==> config.mk <==
export PLATFORM = sky130hd
export DESIGN_NAME = ext_bus_sys
export DESIGN_NICKNAME = d
export VERILOG_FILES = /design/src/common/xbus_pkg.sv /design/src/verilog/apb_xbus_bridge.sv /design/src/verilog/block_copier.sv /design/src/verilog/ext_bus_sys.sv /design/src/xbus/xbus_arbiter.sv /design/src/xbus/xbus_serializer.sv
export VERILOG_INCLUDE_DIRS = /design/src /design/src/common
export SDC_FILE = /design/constraint.sdc
export NUM_CORES = 1
export LEC_CHECK = 0
export BUFFER_PORTS_ARGS = -buffer_cell sky130_fd_sc_hd__buf_2
export CAP_MARGIN = 20
export CORE_MARGIN = 1
export CORE_UTILIZATION = 53
export DETAILED_ROUTE_END_ITERATION = 10
export HOLD_SLACK_MARGIN = 0.15
export PLACE_DENSITY = 0.76
export SETUP_SLACK_MARGIN = 0.5
export SYNTH_ARGS = -nofsm -noshare
export SYNTH_HDL_FRONTEND = slang
export SYNTH_HIERARCHICAL = 1
export SYNTH_SLANG_ARGS = --single-unit
==> constraint.sdc <==
create_clock -name clk -period 3.15 [get_ports clk]
set_input_delay 0.4725 -clock clk [delete_from_list [all_inputs] [get_ports clk]]
set_output_delay 0.4725 -clock clk [all_outputs]
set_load 0.01 [all_outputs]
==> src/common/xbus_config.svh <==
// fixed widths of the byte-pin bus; the design supports 32-bit words only
// copier offsets are decoded from paddr[3:0]
`ifndef XBUS_CONFIG_SVH
`define XBUS_CONFIG_SVH

// external bus widths
`define XBUS_ADDR_W 32
`define XBUS_DATA_W 32
`define XBUS_PIN_W 8

// bytes per word, also cycles per address or data phase
`define XBUS_BYTES 4

// block copier register map
`define COPY_SRC_OFS 4'h0
`define COPY_DST_OFS 4'h4
`define COPY_CNT_OFS 4'h8
`define COPY_STAT_OFS 4'hC

`endif

==> src/common/xbus_pkg.sv <==
// shared types of the byte-pin bus subsystem
// word transfers only, no byte enables
`include "xbus_config.svh"

package xbus_pkg;

  // external byte address
  typedef logic [`XBUS_ADDR_W-1:0] addr_t;

  // one transfer word
  typedef logic [`XBUS_DATA_W-1:0] data_t;

  // one byte on a pin group
  typedef logic [`XBUS_PIN_W-1:0] pin_byte_t;

  // requester side of a transfer, held stable until done
  typedef struct packed {
    logic  valid;
    logic  write;
    addr_t addr;
    data_t wdata;
  } xfer_req_t;

  // done is a single-cycle pulse, rdata valid with it
  typedef struct packed {
    logic  done;
    data_t rdata;
  } xfer_rsp_t;

  // serializer phases, ADDR and DATA last four cycles each
  typedef enum logic [1:0] {
    IDLE,
    ADDR,
    DATA
  } xbus_phase_e;

endpackage

==> src/verilog/apb_xbus_bridge.sv <==
// APB slave, one external word transfer per aligned access
// unaligned access ends in its first cycle with pslverr and no transfer
`timescale 1ns/100ps

module apb_xbus_bridge import xbus_pkg::*; (
  input  logic      clk,
  input  logic      rst_n,
  input  logic      psel,
  input  logic      penable,
  input  logic      pwrite,
  input  addr_t     paddr,
  input  data_t     pwdata,
  output data_t     prdata,
  output logic      pready,
  output logic      pslverr,
  output xfer_req_t req,
  input  xfer_rsp_t rsp
);

  logic access;
  logic aligned;
  logic valid_q;  // request outstanding

  assign access  = psel && penable;
  assign aligned = (paddr[1:0] == 2'b00);

  // raised after the first access cycle, cleared by done
  // master leaves the access phase with pready, so no second request
  always_ff @(posedge clk or negedge rst_n) begin
    if (!rst_n) begin
      valid_q <= 1'b0;
    end else if (rsp.done) begin
      valid_q <= 1'b0;
    end else if (access && aligned) begin
      valid_q <= 1'b1;
    end
  end

  // APB holds address and data for the whole access phase
  assign req.valid = valid_q;
  assign req.write = pwrite;
  assign req.addr  = paddr;
  assign req.wdata = pwdata;

  assign pslverr = access && !aligned;
  assign pready  = rsp.done || pslverr;
  assign prdata  = rsp.rdata;  // taken by the master in the done cycle

endmodule

==> src/verilog/block_copier.sv <==
// word copier, one read then one write per word, addresses step by 4
// register writes are ignored while a copy runs
`timescale 1ns/100ps
`include "xbus_config.svh"

module block_copier import xbus_pkg::*; (
  input  logic      clk,
  input  logic      rst_n,
  input  logic      psel,
  input  logic      penable,
  input  logic      pwrite,
  input  addr_t     paddr,
  input  data_t     pwdata,
  output data_t     prdata,
  output logic      pready,
  output xfer_req_t req,
  input  xfer_rsp_t rsp
);

  typedef enum logic [1:0] {
    CP_IDLE,
    CP_READ,
    CP_WRITE
  } cp_state_e;

  cp_state_e state;
  addr_t src_q;
  addr_t dst_q;
  data_t cnt_q;   // words left
  data_t buf_q;   // word in transit
  logic  busy;
  logic  wr_en;

  assign busy   = (state != CP_IDLE);
  assign pready = psel && penable;  // zero wait states
  assign wr_en  = pready && pwrite && !busy;

  // register readback
  always_comb begin
    case (paddr[3:0])
      `COPY_SRC_OFS:  prdata = src_q;
      `COPY_DST_OFS:  prdata = dst_q;
      `COPY_CNT_OFS:  prdata = cnt_q;
      `COPY_STAT_OFS: prdata = {cnt_q[`XBUS_DATA_W-2:0], busy};
      default:        prdata = '0;
    endcase
  end

  always_ff @(posedge clk or negedge rst_n) begin
    if (!rst_n) begin
      state <= CP_IDLE;
      src_q <= '0;
      dst_q <= '0;
      cnt_q <= '0;
    end else begin
      case (state)
        CP_IDLE: begin
          if (wr_en) begin
            case (paddr[3:0])
              `COPY_SRC_OFS: src_q <= pwdata;
              `COPY_DST_OFS: dst_q <= pwdata;
              `COPY_CNT_OFS: begin
                cnt_q <= pwdata;
                if (pwdata != '0) begin
                  state <= CP_READ;  // nonzero count starts the copy
                end
              end
              default: ;
            endcase
          end
        end
        CP_READ: begin
          if (rsp.done) begin
            state <= CP_WRITE;
          end
        end
        CP_WRITE: begin
          if (rsp.done) begin
            src_q <= src_q + addr_t'(`XBUS_BYTES);
            dst_q <= dst_q + addr_t'(`XBUS_BYTES);
            cnt_q <= cnt_q - data_t'(1);
            state <= (cnt_q == data_t'(1)) ? CP_IDLE : CP_READ;
          end
        end
        default: state <= CP_IDLE;
      endcase
    end
  end

  // source word, valid from the read done until the write is issued
  always_ff @(posedge clk) begin
    if (state == CP_READ && rsp.done) begin
      buf_q <= rsp.rdata;
    end
  end

  // fields only change on a done edge
  assign req.valid = busy;
  assign req.write = (state == CP_WRITE);
  assign req.addr  = (state == CP_WRITE) ? dst_q : src_q;
  assign req.wdata = buf_q;

endmodule

==> src/verilog/ext_bus_sys.sv <==
// byte-pin external bus shared by the APB bridge (port 0) and the copier (port 1)
// bridge is requester 0 of the arbiter, copier requester 1
`timescale 1ns/100ps

module ext_bus_sys import xbus_pkg::*; (
  input  logic      clk,
  input  logic      rst_n,
  // port 0, external memory window
  input  logic      p0_psel,
  input  logic      p0_penable,
  input  logic      p0_pwrite,
  input  addr_t     p0_paddr,
  input  data_t     p0_pwdata,
  output data_t     p0_prdata,
  output logic      p0_pready,
  output logic      p0_pslverr,
  // port 1, copier registers
  input  logic      p1_psel,
  input  logic      p1_penable,
  input  logic      p1_pwrite,
  input  addr_t     p1_paddr,
  input  data_t     p1_pwdata,
  output data_t     p1_prdata,
  output logic      p1_pready,
  // pins
  output pin_byte_t xa,
  output logic      xstb,
  output logic      xwe,
  output pin_byte_t xd_out,
  output logic      xd_oe,
  input  pin_byte_t xd_in
);

  xfer_req_t br_req;
  xfer_rsp_t br_rsp;
  xfer_req_t cp_req;
  xfer_rsp_t cp_rsp;
  xfer_req_t bus_req;
  xfer_rsp_t bus_rsp;

  apb_xbus_bridge bridge_i (
    .clk     (clk),
    .rst_n   (rst_n),
    .psel    (p0_psel),
    .penable (p0_penable),
    .pwrite  (p0_pwrite),
    .paddr   (p0_paddr),
    .pwdata  (p0_pwdata),
    .prdata  (p0_prdata),
    .pready  (p0_pready),
    .pslverr (p0_pslverr),
    .req     (br_req),
    .rsp     (br_rsp)
  );

  block_copier copier_i (
    .clk     (clk),
    .rst_n   (rst_n),
    .psel    (p1_psel),
    .penable (p1_penable),
    .pwrite  (p1_pwrite),
    .paddr   (p1_paddr),
    .pwdata  (p1_pwdata),
    .prdata  (p1_prdata),
    .pready  (p1_pready),
    .req     (cp_req),
    .rsp     (cp_rsp)
  );

  xbus_arbiter arbiter_i (
    .clk     (clk),
    .rst_n   (rst_n),
    .req0    (br_req),
    .req1    (cp_req),
    .rsp0    (br_rsp),
    .rsp1    (cp_rsp),
    .bus_req (bus_req),
    .bus_rsp (bus_rsp)
  );

  xbus_serializer serializer_i (
    .clk    (clk),
    .rst_n  (rst_n),
    .req    (bus_req),
    .rsp    (bus_rsp),
    .xa     (xa),
    .xstb   (xstb),
    .xwe    (xwe),
    .xd_out (xd_out),
    .xd_oe  (xd_oe),
    .xd_in  (xd_in)
  );

endmodule

==> src/xbus/xbus_arbiter.sv <==
// round-robin between exactly two requesters
// grant is combinational when unlocked, then held until the transfer is done
`timescale 1ns/100ps

module xbus_arbiter import xbus_pkg::*; (
  input  logic      clk,
  input  logic      rst_n,
  input  xfer_req_t req0,
  input  xfer_req_t req1,
  output xfer_rsp_t rsp0,
  output xfer_rsp_t rsp1,
  output xfer_req_t bus_req,
  input  xfer_rsp_t bus_rsp
);

  logic prio;    // requester that wins a tie
  logic locked;  // a transfer is in flight
  logic gnt_q;   // owner of the transfer in flight
  logic pick;
  logic gnt;

  // choice for a new transfer
  always_comb begin
    if (req0.valid && req1.valid) begin
      pick = prio;
    end else begin
      pick = req1.valid;  // lone requester, or 0 with nothing valid
    end
  end

  assign gnt     = locked ? gnt_q : pick;
  assign bus_req = gnt ? req1 : req0;

  // serializer is always idle while unlocked, so a forwarded valid is accepted at once
  always_ff @(posedge clk or negedge rst_n) begin
    if (!rst_n) begin
      prio   <= 1'b0;
      locked <= 1'b0;
      gnt_q  <= 1'b0;
    end else if (locked) begin
      if (bus_rsp.done) begin
        locked <= 1'b0;
        prio   <= ~gnt_q;  // loser goes first next time
      end
    end else if (bus_req.valid) begin
      locked <= 1'b1;
      gnt_q  <= pick;
    end
  end

  // done goes only to the owner
  assign rsp0.done  = bus_rsp.done && locked && !gnt_q;
  assign rsp0.rdata = bus_rsp.rdata;
  assign rsp1.done  = bus_rsp.done && locked && gnt_q;
  assign rsp1.rdata = bus_rsp.rdata;

endmodule

==> src/xbus/xbus_serializer.sv <==
// fixed eight-cycle word transfer, no wait states from the device
// top read byte comes straight from xd_in in D3, so rdata is only valid with done
`timescale 1ns/100ps
`include "xbus_config.svh"

module xbus_serializer import xbus_pkg::*; (
  input  logic      clk,
  input  logic      rst_n,
  input  xfer_req_t req,
  output xfer_rsp_t rsp,
  output pin_byte_t xa,
  output logic      xstb,
  output logic      xwe,
  output pin_byte_t xd_out,
  output logic      xd_oe,
  input  pin_byte_t xd_in
);

  localparam int IDX_W = $clog2(`XBUS_BYTES);
  localparam logic [IDX_W-1:0] LAST_IDX = IDX_W'(`XBUS_BYTES - 1);

  xbus_phase_e phase;
  logic [IDX_W-1:0] idx;      // byte index within the phase
  logic [IDX_W-1:0] idx_nxt;
  logic accept;
  logic last;

  addr_t addr_q;   // latched request
  data_t wdata_q;
  logic [`XBUS_DATA_W-`XBUS_PIN_W-1:0] rd_q;  // read bytes 0..2

  assign accept  = (phase == IDLE) && req.valid;
  assign last    = (idx == LAST_IDX);
  assign idx_nxt = idx + 1'b1;  // wraps back to 0 after the last byte

  // request payload and read assembly
  always_ff @(posedge clk) begin
    if (accept) begin
      addr_q  <= req.addr;
      wdata_q <= req.wdata;
    end
    if (phase == DATA && !last) begin
      rd_q[idx*`XBUS_PIN_W +: `XBUS_PIN_W] <= xd_in;  // sampled at end of D cycle
    end
  end

  always_ff @(posedge clk or negedge rst_n) begin
    if (!rst_n) begin
      phase  <= IDLE;
      idx    <= '0;
      xa     <= '0;
      xstb   <= 1'b0;
      xwe    <= 1'b0;
      xd_out <= '0;
      xd_oe  <= 1'b0;
    end else begin
      xstb <= 1'b0;  // strobe lasts A0 only
      case (phase)
        IDLE: begin
          if (accept) begin
            phase <= ADDR;
            idx   <= '0;
            xa    <= req.addr[`XBUS_PIN_W-1:0];  // A0 goes out straight from the request
            xstb  <= 1'b1;
            xwe   <= req.write;
          end
        end
        ADDR: begin
          idx <= idx_nxt;
          if (last) begin
            // A3 done, set up D0
            phase  <= DATA;
            xa     <= '0;
            xd_oe  <= xwe;
            xd_out <= xwe ? wdata_q[`XBUS_PIN_W-1:0] : '0;
          end else begin
            xa <= addr_q[idx_nxt*`XBUS_PIN_W +: `XBUS_PIN_W];
          end
        end
        DATA: begin
          idx <= idx_nxt;
          if (last) begin
            phase  <= IDLE;
            xwe    <= 1'b0;
            xd_oe  <= 1'b0;
            xd_out <= '0;
          end else if (xwe) begin
            xd_out <= wdata_q[idx_nxt*`XBUS_PIN_W +: `XBUS_PIN_W];
          end
        end
        default: phase <= IDLE;
      endcase
    end
  end

  // done in D3, serializer back in IDLE on the next edge
  assign rsp.done  = (phase == DATA) && last;
  assign rsp.rdata = {xd_in, rd_q};

endmodule
==> flow_metrics.tcl <==
set metrics [dict create \
    drt_iter0_markers 1155 \
    slew_headroom_pct 36.21 \
    track_usage_pct 28.23 \
    avgSynthCellArea_um2 10.06 \
    fill_cells 2431 \
    drt-wirelength-per-cell_um 21.71 \
    min_path_type "primary input to flip-flop" \
    h-tree-depth 1 \
    power.internal_uw 8008 \
    synth_top_area_cell "edfxtp_1" \
    p_leak_uw 0.007093 \
    ff_latch_area_um2 6731 \
    num_rows 62 \
    antenna_found_initial 1 \
    clock_sinks 245 \
    synth_area_um2 15410 \
    ir_drop_mv 0.4395 \
    finalSetupTns_ns 0 \
    layout_min_cycle_time_ns 2.577 \
    yosys.cell_count.top_type "nand2_1" \
    place_ws_ns 0.3445 \
    die-area_um2 29750 \
    worstSetupPathType "flip-flop to output pin" \
    setup_viol 0 \
    cp-start-kind "flip-flop" \
    cts.clk_slew.worst_paths_ns 0.06 \
    multi_input_area_um2 6880 \
    grt_pass1_vias 11330 \
    cts_tree "done" \
    required_ns 2.68 \
    crit_fanout 6 \
    r2r_setup_slack_ns 0.59 \
    combPwrFrac_pct 30.2 \
    yosysTopAreaCellShare_pct 23.39 \
    drc 0 \
    switching_share_pct 34.06 \
    slew_violations 0 \
    grt_max_degree 57 \
    die_height_um 172.5 \
    skew_ns 0.02001 \
    synth_edf_count 120 \
    ys_seq_area_share_pct 43.69 \
    nets 1711 \
    cts_buffers 27 \
    gr-total-overflow 0 \
    timing.fmax_ghz 0.3880 \
    clock-root-buffer "clkbuf_16" \
    vias 12234 \
    total_power_uw 12140 \
    clock_latency_ns 0.55 \
    grt_pass1_wl_um 64090 \
    fin_ws_ns 0.5726 \
    max_cap_violations 0 \
    drive_gt1_share_pct 27.91 \
    finalWirelength_um 42560 \
    rsz0062_at_grt "yes" \
    tightest_slew_ns 0.9554 \
    ys_warn_count 6 \
    status "finished clean" \
    hold_viol 0 \
    async_reset_ff_share_pct 51.02 \
    ys_seq_elements 245 \
    end_kind "output pin" \
    ant_nets 0 \
    p_per_area_nw_per_um2 727.3 \
    ys.flop_type "dfrtp_1" \
    period_share_pct 81.82 \
    syn2layout_area_growth_pct 8.389 \
    synth_nets 1691 \
    via_per_inst 6.242 \
    seq_power_share_pct 43.1 \
    synth.distinct_cells 87 \
    place.gp.congestion 0.9628 \
    drtPass1Iterations 6 \
    clkPwrFrac_pct 26.7 \
    synth_commonest_cells "191 x nand2_1, 176 x buf_4, 125 x dfrtp_1" \
    cp.arrival_ns 2.10 \
    ioPinCount 230 \
    coreArea_um2 28630 \
    clock_path_buffers 3 \
    die_w_um 172.5 \
    synthTopCellsByArea "edfxtp_1 23%, dfrtp_1 20%, buf_4 8.6%, nand2_1 4.7%, mux2_4 3.8%" \
    io_buffers 201 \
    dpl.hpwl_um 30510 \
    start_util_pct 53.82 \
    netlist_instances 1532 \
    p_switching_uw 4137 \
]
## state kept, by name (all words and copies together) (netlist names), 2 cells and up
register,cells
serializer_i/phase,2
serializer_i/idx,2
serializer_i/rd_q,24
copier_i/cnt_q,32
serializer_i/xd_out,8
copier_i/src_q,32
copier_i/state,2
copier_i/dst_q,32
serializer_i/wdata_q,32
serializer_i/addr_q,32
copier_i/buf_q,32
serializer_i/xa,8
## cells in the final DEF, fill, tap and decap left out, types with 42 or more instances in the layout
cell / Yosys / layout
buf_2: 19 / 200
nand2_1: 191 / 190
dfrtp_1: 125 / 125
edfxtp_1: 120 / 120
a21oi_1: 102 / 101
o21ai_0: 89 / 87
a22oi_1: 64 / 64
nor2_1: 55 / 54
buf_4: 176 / 47
nand3_1: 42 / 42
## critical path, cell delays in order (launching register included)
cell and delay, ns:
dfrtp_1 0.51, or2_2 0.44, a222oi_1 0.35, nand2_1 0.13, buf_2 0.15
## kinds of logic (layout without fill, tap and decap cells)
kind of cell / count (synthesis) / in the layout / synth area share (%)
other: 0 / 3 / 0
AO/OA/AOI/OAI: 396 / 396 / 16.89
AND/OR/NAND/NOR: 481 / 481 / 16.59
adder cells (fa/ha/maj): 15 / 15 / 1.218
flip-flops: 245 / 245 / 43.69
multiplexers: 98 / 98 / 9.307
buffers and inverters: 297 / 338 / 12.30
## path summary, 6_finish.rpt
| path | endpoint | depth (start not counted) | startpoint |
|---|---|---|---|
| max in group asynchronous | copier_i/dst_q[2] | 3 | rst_n |
| setup reg to reg | copier_i/cnt_q[13] | 9 | serializer_i/phase[0] |
| hold / removal | copier_i/buf_q[27] | 1 | xd_in[3] |
| setup / recovery | p1_prdata[0] | 4 | copier_i/state[0] |
| hold reg to reg | copier_i/buf_q[16] | 0 | serializer_i/rd_q[16] |
| min in group asynchronous | serializer_i/xstb | 2 | rst_n |
## timing repair
action / CTS / global route
resized for setup: 4 / 13
hold buffers: 4 / 0
pin swaps: 0 / 2
hold endpoints to repair: 55 / 0
setup endpoints to repair: 36 / 87
setup buffers: 0 / 8
## layer usage
| metal | part of all wire [%] | up-vias | GRT usage [%] |
|---|---|---|---|
| met5 | 0.17 | - | 1.913 |
| met4 | 2.3 | 2 | 6.849 |
| met3 | 12 | 85 | 5.104 |
| met2 | 46 | 783 | 44.58 |
| met1 | 40 | 5815 | 39.94 |
| li1 | - | 5549 | - |
## through the flow
stage	std cells	util, %	instance area (µm²)	hold slack [ns]
after floorplan	1532	-	15410	0.1769
after global placement	1895	54.49	15600	0.4269
after detailed placement	1895	54.49	15600	0.4281
after CTS	1949	57.84	16560	0.1519
after global routing	1957	58.31	16690	0.1534
final	1960	58.34	16700	0.1631
## area by class of cell
type / count / share of cell area, %
tap: 384 / 2.877
inverter: 26 / 0.6144
antenna: 3 / 0.04496
timing repair buffer: 262 / 9.561
clock buffer: 33 / 4.361
sequential: 245 / 40.31
multi-input combinational: 990 / 41.20
clock inverter: 17 / 1.027
## power groups by stage
| stage | combinational (µW) | sequential [µW] | clock [µW] |
|---|---|---|---|
| after floorplan | 2940 | 4950 | 0 |
| after global placement | 3460 | 5200 | 0 |
| after detailed placement | 3570 | 5260 | 0 |
| after CTS | 3590 | 5200 | 3280 |
| after global routing | 3990 | 5340 | 3390 |
| final | 3670 | 5240 | 3240 |
Power figures use the tool's default switching activity.
